**config.mk**
```make
export PLATFORM = sky130hd
export DESIGN_NAME = PathOramBackend
export DESIGN_NICKNAME = d
export VERILOG_FILES = /design/src/OramPkg.sv /design/src/PathOramBackend.sv /design/src/StashController.sv /design/src/SlotScrambler.sv /design/src/PathAddressGen.sv
export VERILOG_INCLUDE_DIRS = /design/src /design/src/src
export SDC_FILE = /design/constraint.sdc
export NUM_CORES = 1
export LEC_CHECK = 0
export ABC_AREA = 1
export ABC_CLOCK_PERIOD_IN_PS = 8100
export BUFFER_PORTS_ARGS = -buffer_cell sky130_fd_sc_hd__buf_2
export CAP_MARGIN = 20
export CORE_MARGIN = 5
export CORE_UTILIZATION = 35
export DETAILED_ROUTE_END_ITERATION = 8
export SYNTH_ARGS = -nofsm -noshare
export SYNTH_HDL_FRONTEND = slang
export SYNTH_SLANG_ARGS = --single-unit
```
**constraint.sdc**
```tcl
create_clock -name clock -period 8.1 [get_ports clock]
set_input_delay 0.81 -clock clock [delete_from_list [all_inputs] [get_ports clock]]
set_output_delay 0.81 -clock clock [all_outputs]
set_load 0.02 [all_outputs]
```
**src/OramDefs.svh**
```systemverilog
// Tree geometry, widths and scrambling key for the Path ORAM backend
`ifndef ORAM_DEFS_SVH
`define ORAM_DEFS_SVH

// Tree depth, three levels and four leaves
`define ORAM_L 2

// Blocks per bucket
`define ORAM_Z 2

// Block address and data widths
`define ORAM_U 6
`define ORAM_D 32

// DRAM slot address width, 14 slots in use
`define ORAM_SLOT_W 4
`define ORAM_SLOTS 14

// Slots on one root to leaf path
`define ORAM_PATH_SLOTS 6

// Stash entries
`define ORAM_STASH 8

// Whitening key
`define ORAM_KEY 32'h9E3779B9

`endif
```
**src/OramPkg.sv**
```systemverilog
// Command, DRAM and phase types shared by the backend stages
// Path slot address helper
`include "OramDefs.svh"

package OramPkg;

	// Frontend command encoding
	typedef enum logic [1:0] {
		CmdRead,
		CmdWrite,
		CmdAppend
	} BackendCommand;

	typedef enum logic {
		DramRead,
		DramWrite
	} DramOp;

	// Stash to address generator handshake markers
	typedef enum logic {
		PhaseAccept,
		PhaseReadDone
	} PhaseMarker;

	typedef struct packed {
		BackendCommand command;
		logic [`ORAM_U-1:0] pAddr;
		logic [`ORAM_L-1:0] currentLeaf;
		logic [`ORAM_L-1:0] remappedLeaf;
	} CommandRequest;

	// Stash entry and plaintext DRAM word
	typedef struct packed {
		logic valid;
		logic [`ORAM_U-1:0] pAddr;
		logic [`ORAM_L-1:0] leaf;
		logic [`ORAM_D-1:0] data;
	} OramBlock;

	typedef struct packed {
		DramOp op;
		logic [`ORAM_SLOT_W-1:0] slot;
	} DramRequest;

	// Word passed between the stages
	typedef struct packed {
		logic [`ORAM_SLOT_W-1:0] slot;
		OramBlock block;
	} PathWord;

	// Slot of a read command as it enters DRAM
	typedef struct packed {
		logic push;
		logic [`ORAM_SLOT_W-1:0] slot;
	} SlotTag;

	typedef struct packed {
		PhaseMarker marker;
		logic [`ORAM_L-1:0] leaf;
	} PathPhase;

	// Heap index of the node at this level, times bucket size, plus slot
	function automatic logic [`ORAM_SLOT_W-1:0] pathSlot(
		input logic [`ORAM_L-1:0] leaf,
		input int level,
		input logic sel
	);
		int bucket;
		bucket = (1 << level) - 1 + int'(leaf >> (`ORAM_L - level));
		return `ORAM_SLOT_W'(bucket * `ORAM_Z + int'(sel));
	endfunction

endpackage

```
**src/PathOramBackend.sv**
```systemverilog
// Backend top level, address generation, scrambler and stash
`timescale 1ns/1ns
`include "OramDefs.svh"

module PathOramBackend
	import OramPkg::*;
(
	input logic clock,
	input logic reset,

	// Frontend
	input CommandRequest command,
	input logic commandValid,
	output logic commandReady,
	output logic [`ORAM_D-1:0] loadData,
	output logic loadValid,
	input logic loadReady,
	input logic [`ORAM_D-1:0] storeData,
	input logic storeValid,
	output logic storeReady,

	// DRAM
	output DramRequest dramCommand,
	output logic dramCommandValid,
	input logic dramCommandReady,
	input OramBlock dramReadData,
	input logic dramReadDataValid,
	output logic dramReadDataReady,
	output OramBlock dramWriteData,
	output logic dramWriteDataValid,
	input logic dramWriteDataReady
);

	//------------------------------------------------------------
	// Stage links
	//------------------------------------------------------------

	PathPhase phase;
	logic phaseValid;
	logic evictDone;

	PathWord stashRead;
	logic stashReadValid;
	logic stashReadReady;
	PathWord stashWrite;
	logic stashWriteValid;
	logic stashWriteReady;

	PathAddressGen addrGen (
		.clock(clock),
		.reset(reset),
		.request(command),
		.requestValid(commandValid),
		.requestReady(commandReady),
		.dramCmd(dramCommand),
		.dramCmdValid(dramCommandValid),
		.dramCmdReady(dramCommandReady),
		.phase(phase),
		.phaseValid(phaseValid),
		.evictDone(evictDone),
		.initDone()
	);

	// Read slots tagged as their commands reach DRAM
	SlotScrambler scrambler (
		.clock(clock),
		.reset(reset),
		.readIn(dramReadData),
		.readInValid(dramReadDataValid),
		.readInReady(dramReadDataReady),
		.readSlot('{push: dramCommandValid && dramCommandReady &&
			(dramCommand.op == DramRead), slot: dramCommand.slot}),
		.readOut(stashRead),
		.readOutValid(stashReadValid),
		.readOutReady(stashReadReady),
		.writeIn(stashWrite),
		.writeInValid(stashWriteValid),
		.writeInReady(stashWriteReady),
		.writeOut(dramWriteData),
		.writeOutValid(dramWriteDataValid),
		.writeOutReady(dramWriteDataReady)
	);

	StashController stash (
		.clock(clock),
		.reset(reset),
		.phase(phase),
		.phaseValid(phaseValid),
		.evictDone(evictDone),
		.request(command),
		.readIn(stashRead),
		.readInValid(stashReadValid),
		.readInReady(stashReadReady),
		.writeOut(stashWrite),
		.writeOutValid(stashWriteValid),
		.writeOutReady(stashWriteReady),
		.loadData(loadData),
		.loadValid(loadValid),
		.loadReady(loadReady),
		.storeData(storeData),
		.storeValid(storeValid),
		.storeReady(storeReady)
	);

endmodule

```
**src/StashController.sv**
```systemverilog
// Stash storage, lookup and request service
// Remapping and greedy write-back along the evicted path
`timescale 1ns/1ns
`include "OramDefs.svh"

module StashController
	import OramPkg::*;
(
	input logic clock,
	input logic reset,
	input PathPhase phase,
	input logic phaseValid,
	output logic evictDone,
	input CommandRequest request,
	input PathWord readIn,
	input logic readInValid,
	output logic readInReady,
	output PathWord writeOut,
	output logic writeOutValid,
	input logic writeOutReady,
	output logic [`ORAM_D-1:0] loadData,
	output logic loadValid,
	input logic loadReady,
	input logic [`ORAM_D-1:0] storeData,
	input logic storeValid,
	output logic storeReady
);

	localparam int IdxW = $clog2(`ORAM_STASH);

	typedef enum logic [2:0] {
		StInit,
		StIdle,
		StAbsorb,
		StService,
		StEvict
	} StashState;

	StashState state;
	OramBlock stash [`ORAM_STASH];
	CommandRequest req;
	logic [`ORAM_L-1:0] evictLeaf;
	logic [3:0] initCount;
	logic [2:0] pathCount;

	logic [IdxW-1:0] freeIdx;
	logic freeFound;
	logic [IdxW-1:0] hitIdx;
	logic hitFound;
	logic [IdxW-1:0] pickIdx;
	logic pickFound;
	int evictLevel;

	// Block may sit at this level if the top level bits of both leaves agree
	function automatic logic eligible(
		input logic [`ORAM_L-1:0] blockLeaf,
		input logic [`ORAM_L-1:0] target,
		input int level
	);
		return ((blockLeaf ^ target) >> (`ORAM_L - level)) == '0;
	endfunction

	//------------------------------------------------------------
	// Stash search
	//------------------------------------------------------------

	assign evictLevel = `ORAM_L - int'(pathCount >> 1);

	always_comb begin
		freeIdx = '0;
		freeFound = 1'b0;
		hitIdx = '0;
		hitFound = 1'b0;
		pickIdx = '0;
		pickFound = 1'b0;
		// Lowest index wins in each search
		for (int i = 0; i < `ORAM_STASH; i++) begin
			if (!stash[i].valid && !freeFound) begin
				freeIdx = IdxW'(i);
				freeFound = 1'b1;
			end
			if (stash[i].valid && stash[i].pAddr == req.pAddr && !hitFound) begin
				hitIdx = IdxW'(i);
				hitFound = 1'b1;
			end
			if (stash[i].valid && !pickFound &&
				eligible(stash[i].leaf, evictLeaf, evictLevel)) begin
				pickIdx = IdxW'(i);
				pickFound = 1'b1;
			end
		end
	end

	//------------------------------------------------------------
	// Outputs
	//------------------------------------------------------------

	assign readInReady = (state == StAbsorb);
	assign loadValid = (state == StService) && (req.command == CmdRead);
	assign storeReady = (state == StService) && (req.command != CmdRead);
	// Absent block reads as zero
	assign loadData = hitFound ? stash[hitIdx].data : '0;
	assign writeOutValid = (state == StInit) || (state == StEvict);

	always_comb begin
		writeOut.slot = initCount;
		writeOut.block = '0;
		if (state == StEvict) begin
			// Empty slot gets an invalid block
			writeOut.slot = pathSlot(evictLeaf, evictLevel, pathCount[0]);
			if (pickFound)
				writeOut.block = stash[pickIdx];
		end
	end

	//------------------------------------------------------------
	// Control
	//------------------------------------------------------------

	always_ff @(posedge clock) begin
		if (reset) begin
			state <= StInit;
			initCount <= '0;
			pathCount <= '0;
			evictDone <= 1'b0;
			for (int i = 0; i < `ORAM_STASH; i++)
				stash[i].valid <= 1'b0;
		end else begin
			evictDone <= 1'b0;
			case (state)
				StInit: begin
					// Empty word for every slot
					if (writeOutReady) begin
						initCount <= initCount + 4'd1;
						if (initCount == `ORAM_SLOTS - 1) begin
							// Last empty word handed on
							evictDone <= 1'b1;
							state <= StIdle;
						end
					end
				end
				StIdle: begin
					if (phaseValid && phase.marker == PhaseAccept) begin
						pathCount <= '0;
						state <= StAbsorb;
					end
				end
				StAbsorb: begin
					if (readInValid) begin
						// Only real blocks enter the stash
						if (readIn.block.valid && freeFound)
							stash[freeIdx] <= readIn.block;
						pathCount <= pathCount + 3'd1;
						if (pathCount == `ORAM_PATH_SLOTS - 1)
							state <= StService;
					end
				end
				StService: begin
					if (req.command == CmdRead) begin
						if (loadReady) begin
							if (hitFound)
								stash[hitIdx].leaf <= req.remappedLeaf;
							pathCount <= '0;
							state <= StEvict;
						end
					end else if (storeValid) begin
						// Overwrite in place or take a free entry
						if (hitFound) begin
							stash[hitIdx].data <= storeData;
							stash[hitIdx].leaf <= req.remappedLeaf;
						end else if (freeFound) begin
							stash[freeIdx].valid <= 1'b1;
							stash[freeIdx].pAddr <= req.pAddr;
							stash[freeIdx].leaf <= req.remappedLeaf;
							stash[freeIdx].data <= storeData;
						end
						pathCount <= '0;
						state <= StEvict;
					end
				end
				StEvict: begin
					if (writeOutReady) begin
						if (pickFound)
							stash[pickIdx].valid <= 1'b0;
						pathCount <= pathCount + 3'd1;
						if (pathCount == `ORAM_PATH_SLOTS - 1) begin
							evictDone <= 1'b1;
							state <= StIdle;
						end
					end
				end
				default: begin
					state <= StIdle;
				end
			endcase
		end
	end

	//------------------------------------------------------------
	// Payload registers
	//------------------------------------------------------------

	// Command sampled on its transfer edge
	always_ff @(posedge clock) begin
		if (phaseValid && phase.marker == PhaseAccept)
			req <= request;
		if (phaseValid && phase.marker == PhaseReadDone)
			evictLeaf <= phase.leaf;
	end

	// Overflow recovery not supported
	stashRoom: assert property (@(posedge clock) disable iff (reset)
		(readInValid && readInReady && readIn.block.valid) |-> freeFound)
		else $error("Stash full on path read");

endmodule

```
**src/SlotScrambler.sv**
```systemverilog
// Address-keyed whitening for both DRAM directions
// Read slot FIFO pairing returning words with their slots
`timescale 1ns/1ns
`include "OramDefs.svh"

module SlotScrambler
	import OramPkg::*;
(
	input logic clock,
	input logic reset,
	input OramBlock readIn,
	input logic readInValid,
	output logic readInReady,
	input SlotTag readSlot,
	output PathWord readOut,
	output logic readOutValid,
	input logic readOutReady,
	input PathWord writeIn,
	input logic writeInValid,
	output logic writeInReady,
	output OramBlock writeOut,
	output logic writeOutValid,
	input logic writeOutReady
);

	logic [`ORAM_SLOT_W-1:0] slotFifo [8];
	logic [2:0] wrPtr;
	logic [2:0] rdPtr;
	logic [3:0] fifoCount;
	logic readFire;
	logic [`ORAM_SLOT_W-1:0] headSlot;

	// Multiply, rotate, then fold the key back in
	function automatic OramBlock slotMask(input logic [`ORAM_SLOT_W-1:0] slot);
		logic [31:0] mix;
		logic [31:0] rot;
		mix = (`ORAM_KEY ^ 32'(slot)) * 32'h2545F491;
		rot = {mix[20:0], mix[31:21]};
		return OramBlock'({rot[8:0], rot ^ `ORAM_KEY});
	endfunction

	//------------------------------------------------------------
	// Read slot FIFO
	//------------------------------------------------------------

	assign readFire = readInValid && readInReady;
	assign headSlot = slotFifo[rdPtr];

	always_ff @(posedge clock) begin
		if (reset) begin
			wrPtr <= '0;
			rdPtr <= '0;
			fifoCount <= '0;
		end else begin
			if (readSlot.push)
				wrPtr <= wrPtr + 3'd1;
			if (readFire)
				rdPtr <= rdPtr + 3'd1;
			fifoCount <= fifoCount + 4'(readSlot.push) - 4'(readFire);
		end
	end

	always_ff @(posedge clock) begin
		if (readSlot.push)
			slotFifo[wrPtr] <= readSlot.slot;
	end

	//------------------------------------------------------------
	// Read lane, DRAM to stash
	//------------------------------------------------------------

	// Stall when the output register is held
	assign readInReady = !readOutValid || readOutReady;

	always_ff @(posedge clock) begin
		if (reset)
			readOutValid <= 1'b0;
		else if (readInReady)
			readOutValid <= readInValid;
	end

	always_ff @(posedge clock) begin
		if (readFire) begin
			readOut.slot <= headSlot;
			readOut.block <= readIn ^ slotMask(headSlot);
		end
	end

	//------------------------------------------------------------
	// Write lane, stash to DRAM
	//------------------------------------------------------------

	assign writeInReady = !writeOutValid || writeOutReady;

	always_ff @(posedge clock) begin
		if (reset)
			writeOutValid <= 1'b0;
		else if (writeInReady)
			writeOutValid <= writeInValid;
	end

	always_ff @(posedge clock) begin
		if (writeInValid && writeInReady)
			writeOut <= writeIn.block ^ slotMask(writeIn.slot);
	end

	// Every returning word needs an issued read behind it
	readHasSlot: assert property (@(posedge clock) disable iff (reset)
		readInValid |-> fifoCount != 0)
		else $error("DRAM read data with empty slot FIFO");

endmodule

```
**src/PathAddressGen.sv**
```systemverilog
// Slot command sequencer for the init sweep and per-command path accesses
`timescale 1ns/1ns
`include "OramDefs.svh"

module PathAddressGen
	import OramPkg::*;
(
	input logic clock,
	input logic reset,
	input CommandRequest request,
	input logic requestValid,
	output logic requestReady,
	output DramRequest dramCmd,
	output logic dramCmdValid,
	input logic dramCmdReady,
	output PathPhase phase,
	output logic phaseValid,
	input logic evictDone,
	output logic initDone
);

	typedef enum logic [2:0] {
		Init,
		Idle,
		ReadPath,
		WaitStash,
		WritePath
	} GenState;

	GenState state;
	logic [3:0] slotCount;
	logic [`ORAM_L-1:0] pathLeaf;
	logic evictSeen;
	logic cmdFire;

	//------------------------------------------------------------
	// Command and phase outputs
	//------------------------------------------------------------

	assign requestReady = (state == Idle) && initDone;
	assign cmdFire = dramCmdValid && dramCmdReady;

	always_comb begin
		dramCmd.op = DramWrite;
		dramCmd.slot = slotCount;
		dramCmdValid = 1'b0;
		case (state)
			Init: begin
				dramCmdValid = slotCount < `ORAM_SLOTS;
			end
			ReadPath: begin
				// Root first, slot 0 before slot 1
				dramCmd.op = DramRead;
				dramCmd.slot = pathSlot(pathLeaf, int'(slotCount >> 1), slotCount[0]);
				dramCmdValid = 1'b1;
			end
			WritePath: begin
				// Leaf bucket first
				dramCmd.slot = pathSlot(pathLeaf, `ORAM_L - int'(slotCount >> 1),
					slotCount[0]);
				dramCmdValid = slotCount < `ORAM_PATH_SLOTS;
			end
			default: begin
				dramCmdValid = 1'b0;
			end
		endcase
	end

	// Accept pulse lets the stash sample the command on the transfer edge
	always_comb begin
		if (state == WaitStash) begin
			phase.marker = PhaseReadDone;
			phase.leaf = pathLeaf;
			phaseValid = 1'b1;
		end else begin
			phase.marker = PhaseAccept;
			phase.leaf = (request.command == CmdAppend) ?
				request.remappedLeaf : request.currentLeaf;
			phaseValid = requestValid && requestReady;
		end
	end

	//------------------------------------------------------------
	// Sequencer
	//------------------------------------------------------------

	always_ff @(posedge clock) begin
		if (reset) begin
			state <= Init;
			slotCount <= '0;
			initDone <= 1'b0;
			evictSeen <= 1'b0;
		end else begin
			if (evictDone)
				evictSeen <= 1'b1;
			case (state)
				Init: begin
					if (cmdFire)
						slotCount <= slotCount + 4'd1;
					// Sweep ends when all slots issued and the stash is done
					if (slotCount == `ORAM_SLOTS && (evictSeen || evictDone)) begin
						slotCount <= '0;
						initDone <= 1'b1;
						state <= Idle;
					end
				end
				Idle: begin
					if (requestValid && requestReady) begin
						slotCount <= '0;
						evictSeen <= 1'b0;
						state <= ReadPath;
					end
				end
				ReadPath: begin
					if (cmdFire) begin
						slotCount <= slotCount + 4'd1;
						if (slotCount == `ORAM_PATH_SLOTS - 1) begin
							slotCount <= '0;
							state <= WaitStash;
						end
					end
				end
				WaitStash: begin
					state <= WritePath;
				end
				WritePath: begin
					if (cmdFire)
						slotCount <= slotCount + 4'd1;
					// Done once all writes issued and the stash drained
					if (slotCount == `ORAM_PATH_SLOTS && (evictSeen || evictDone))
						state <= Idle;
				end
				default: begin
					state <= Idle;
				end
			endcase
		end
	end

	// Path leaf only changes on accept
	always_ff @(posedge clock) begin
		if (requestValid && requestReady)
			pathLeaf <= phase.leaf;
	end

	// Only the init sweep may run before init completes
	initOrder: assert property (@(posedge clock) disable iff (reset)
		(dramCmdValid && state != Init) |-> initDone)
		else $error("DRAM command before init sweep finished");

endmodule

```
==> flow_summary.toml, run 1 <==
[run_status]
status = "finished, final reports clean"

[floorplan]
die_x_microns = 316.8
start_util_pct = 35.31
fp.dieH_microns = 316.8
die_area_sq_mm = 0.1004
rows = 112
core_area_sq_mm = 0.09333
ioPinCount = 177

[clock_network]
tritoncts = "yes"
cts-resized-gates = 0
clock_sinks = 487
htreeDepth = 2
cts.path.max_buffers = 3
hold_buffers = 0
cts_root_buffer = "clkbuf_16"
post_cts.repair.setup_buffers = 0
clock_latency_ps = 630
cts_made_buffers = 53
clk_pin_slew_ps = 70

[route]
ant_nets = 0
vias = 27370
drt_iter0_drc = 2745
via_per_inst = 5.172
drc = 0
post_drt_wl_per_cell_microns = 20.26
first_pass_iters = 7
wl_mm = 107.2

[place]
dp_hpwl_mm = 74.99
place.gp.congestion = 0.9317
placed_area_sq_mm = 0.03518
portBuffers = 176

[grt]
globalRouteMet1Util_pct = 28.35
grt_pass1_wl_mm = 159.8
globalRouteMet3Util_pct = 2.535
grt_pass1_vias = 25900
gr-total-overflow = 0
antenna_found_initial = 4
grt_max_degree = 144
grt_usage_pct = 20.87
busiest_layer = "met2"
use_met2_pct = 35.03

[final_layout]
layout-drive-gt1-share_pct = 8.548
fin_area_sq_mm = 0.03707
syn2layout_area_growth_pct = 12.50
nNetsFinal = 4412

[critical_path]
critical-path-max-stage-delay_ps = 520
worstPathArrival_ps = 7740
endpoint_kind = "register"
crit-reg2reg-launch = "stash.pathCount[1]"
critPathSlowestCell = "fa_1"
crit_required_ps = 8470
crit_start = "stash.pathCount[1]"
path_max_fanout = 10
path_common_cell = "ha_1"
critical_path_class = "reg2reg"
start_kind = "register"

[sta]
clock_skew_ps = 27.56
max-slew-margin-rel_pct = 23.00
report.final.slew_viol_count = 0
final-setup-viol-count = 0
period_needed_ps = 7365
setup_tns_ps = 0
fmax_mhz = 135.8
final_hold_viol_count = 0
finalCritPeriodShare_pct = 90.93
rsz0062_at_grt = "false"
tightest_slew_ps = 1155

[synth]
syn_nets = 4300
yosysSeqAreaShare_pct = 43.44
ys_seq_elements = 487
ys_types = 53
netlist_instances = 3882
yosys_warnings = 0
syn_avg_cell_area_sq_um = 8.488
synth_area_sq_mm = 0.03295
async_reset_ff_share_pct = 0
synth_edf_count = 456
synthFlopType = "edfxtp_1"

[min_path]
hp-class = "in2reg"
worstHoldStart = "command[6]"

[flow_run]
maxCapViolCount = 0
## critical path: cells and delay by family, from the launching register on
kind | cells | cell delay (ps)
xor gates and xnor gates | 1 | 170
AOI/OAI and AO/OA | 6 | 840
and+or+nand+nor | 6 | 670
DFF | 1 | 510
adders and majority gates | 12 | 3930
buffers and inverters | 11 | 990
## through the flow
step	instances	setup WS, ps	hold slack [ps]	util, %
2_1_floorplan	3882	787.6	433.4	-
3_3_place_gp	5189	885.2	447.1	37.69
3_5_place_dp	5190	776.9	454.2	37.70
4_1_cts	5287	737.1	323.4	39.69
5_1_grt	5290	166.7	338.8	39.71
6_report	5292	734.6	359.1	39.72
## synth_stat cells (10+ instances only)
cell	n	area share (%)
a211oi_1	35	0.80
a21oi_1	155	2.4
buf_1	14	0.16
buf_2	61	0.93
clkbuf_1	82	0.93
dfxtp_1	31	1.9
edfxtp_1	456	42
fa_1	40	2.4
ha_1	285	11
inv_1	588	6.7
nand2_1	826	9.4
nand3_1	476	7.2
nand3b_1	105	2.4
nand4_1	56	1.1
nor2_1	260	3.0
nor3_1	27	0.41
o211ai_1	10	0.23
o21ai_0	162	2.5
o21bai_1	12	0.27
xnor2_1	45	1.2
xor2_1	62	1.6
## placed cells by master (no fill, tap or decap), types with 5 or more instances in the layout
| cell type | instances |
|---|---|
| nand2_1 | 825 |
| inv_1 | 586 |
| nand3_1 | 476 |
| edfxtp_1 | 456 |
| ha_1 | 285 |
| nor2_1 | 249 |
| buf_2 | 176 |
| o21ai_0 | 160 |
| a21oi_1 | 155 |
| nand3b_1 | 105 |
| xor2_1 | 62 |
| nand4_1 | 56 |
| clkbuf_16 | 54 |
| xnor2_1 | 45 |
| buf_4 | 44 |
| fa_1 | 40 |
| a211oi_1 | 35 |
| dfxtp_1 | 31 |
| nor3_1 | 27 |
| nor2_4 | 14 |
| clkbuf_1 | 13 |
| o21bai_1 | 12 |
| o211ai_1 | 10 |
| inv_2 | 9 |
| clkinv_1 | 9 |
| bufinv_16 | 9 |
| a31oi_1 | 8 |
| o221ai_1 | 7 |
| clkinv_2 | 5 |
## final cells by class
type	instances	area, sq um
clock inverter	26	402.9
clock buffer	71	1455
antenna	2	5.005
sequential	487	14310
multi-input combinational	2626	15770
tap	1254	1569
fill	9450	56260
inverter	602	2262
timing repair buffer	224	1291
## per-layer routing
metal	up-vias	wire length, microns
met5	-	11
met4	2	3262
met3	183	7538
met2	1078	50220
met1	12930	46190
li1	13180	-
## final timing paths
kind                                end  slack (ps)  depth (start not counted)
setup / recovery  scrambler.writeOut[7]         730                         36
hold / removal             stash.req[6]         360                          1
setup reg to reg  scrambler.writeOut[7]         730                         36
hold reg to reg                register         470                          2
## cells by family (layout without fill, tap and decap cells)
| family | after synthesis | count (layout) | synth area share (%) |
|---|---|---|---|
| other cells | 0 | 2 | 0 |
| buf+inv | 769 | 923 | 9.117 |
| compound gates | 418 | 418 | 7.158 |
| xor+xnor | 109 | 109 | 2.985 |
| simple gates | 1770 | 1770 | 23.93 |
| fa+ha+maj | 325 | 325 | 13.25 |
| mux | 4 | 4 | 0.1215 |
| flops | 487 | 487 | 43.44 |
## sequential cells by signal, indices dropped and copies added, names as in the netlist, 2 cells and up, named ones only
| signal | flops |
|---|---|
| stash.req | 10 |
| scrambler.writeOut | 41 |
| stash.initCount | 4 |
| stash.stash | 328 |
| scrambler.wrPtr | 3 |
| addrGen.pathLeaf | 2 |
| stash.pathCount | 3 |
| stash.state | 3 |
| scrambler.slotFifo | 32 |
| scrambler.rdPtr | 3 |
| stash.evictLeaf | 2 |
| scrambler.readOut | 41 |
| addrGen.state | 3 |
| addrGen.slotCount | 4 |
Power of run 1 is not shown: default switching activity piles up to over one toggle a cycle in this logic, so the estimate is an artifact.
==> inputs of run 2 (changes only) <==
CORE_UTILIZATION = 28   (was 35)
==> run 2 against run 1 <==
  * Routed wire length grew 3.4%
  * Sequential share of layout area shrank 0.37 points
  * Hold slack gained 0.55 ps
  * Critical endpoint unchanged
  * Highest routed layer unchanged
  * First-iteration DRC count shrank 4.3%
==> flow_summary.toml, run 2 (same netlist as run 1, synthesis figures left out) <==
[run_status]
status = "finished, final reports clean"

[floorplan]
fp.dieH_microns = 353.0
ioPinCount = 177
die_area_sq_mm = 0.1246
rows = 125
die_x_microns = 353.0
start_util_pct = 28.28
core_area_sq_mm = 0.1165

[final_layout]
final_cell_mix = "nand2_1, inv_1, nand3_1"
layout-drive-gt1-share_pct = 8.564
fin_area_sq_mm = 0.03743
syn2layout_area_growth_pct = 13.59
top_regs = "stash.stash x328, scrambler.readOut x41, scrambler.writeOut x41"
layout_commonest_cell = "nand2_1"
nNetsFinal = 4413
largest_register = "stash.stash"
largest_reg_flops = 328
nFillCells = 12030

[route]
first_pass_iters = 6
wl_mm = 110.9
via_per_inst = 4.926
drt_iter0_drc = 2626
post_drt_wl_per_cell_microns = 19.92
vias = 27430
ant_nets = 0
drc = 0

[grt]
antenna_found_initial = 12
gr-total-overflow = 0
grt_max_degree = 109
grt_usage_pct = 17.17
grt_pass1_vias = 26640
grt_pass1_wl_mm = 165.8

[place]
place.gp.congestion = 0.8876
portBuffers = 176
placed_area_sq_mm = 0.03551
dp_hpwl_mm = 78.15

[sta]
final_hold_viol_count = 0
tightest_slew_ps = 1201
clock_skew_ps = 29.45
fmax_mhz = 138.4
max-slew-margin-rel_pct = 19.93
finalCritPeriodShare_pct = 89.22
final-setup-viol-count = 0
report.final.slew_viol_count = 0
setup_tns_ps = 0
rsz0062_at_grt = "false"
period_needed_ps = 7227

[clock_network]
cts-resized-gates = 0
tritoncts = "yes"
clk_pin_slew_ps = 60
hold_buffers = 0
cts.path.max_buffers = 3
post_cts.repair.setup_buffers = 0
htreeDepth = 2
clock_latency_ps = 630
clock_sinks = 487
cts_made_buffers = 55
cts_root_buffer = "clkbuf_16"

[critical_path]
path_common_cell = "ha_1"
crit_required_ps = 8470
path_max_fanout = 9
worstPathArrival_ps = 7600
rr_worst_depth = 36
crit_start = "stash.pathCount[1]"
endpoint_kind = "register"
critical_path_class = "reg2reg"
critical-path-max-stage-delay_ps = 520
crit-reg2reg-launch = "stash.pathCount[1]"
critPathSlowestCell = "fa_1"
start_kind = "register"

[flow_run]
maxCapViolCount = 0

[min_path]
whs_path_depth = 1
hp-class = "in2reg"
worstHoldStart = "command[4]"
-- run 2: layout make-up --
class / count / area, sq um / share of cell area [%]
Multi-Input combinational cell: 2626 / 15770 / 42.13
Sequential cell: 487 / 14310 / 38.24
Inverter: 602 / 2262 / 6.044
Tap cell: 1524 / 1907 / 5.095
Clock buffer: 65 / 1414 / 3.778
Timing Repair Buffer: 223 / 1271 / 3.397
Clock inverter: 37 / 480.5 / 1.284
Antenna cell: 4 / 10.01 / 0.02674
-- run 2: final timing paths --
kind	to	slack [ps]
worst max-delay path	scrambler.writeOut[7]	870
worst min-delay path	stash.req[4]	360
worst max register to register	scrambler.writeOut[7]	870
worst min register to register	addrGen.initDone	460
-- run 2: stage by stage --
stage	hold slack (ps)	setup slack (ps)	cells	utilization (%)
6_report	359.6	873.0	5568	32.12
3_5_place_dp	448.8	905.9	5460	30.47
3_3_place_gp	442.5	923.6	5460	30.47
4_1_cts	331.9	873.0	5562	32.10
5_1_grt	341.8	287.2	5564	32.11
2_1_floorplan	433.4	787.6	3882	-
-- run 2: metal layers --
layer | vias up | global-route usage, % | wire length [microns]
li1 | 13180 | - | -
met1 | 12990 | 22.87 | 48210
met2 | 1056 | 28.43 | 51300
met3 | 199 | 2.715 | 7797
met4 | 2 | 5.992 | 3586
met5 | - | 0 | 12
-- run 2: critical path, delay by kind of cell (launching register included) --
family	cells	cell delay, ps
compound gates	6	900
xor+xnor	2	330
buf+inv	9	690
flops	1	500
simple gates	7	750
fa+ha+maj	12	3830
Power of run 2 is left out for the same reason.
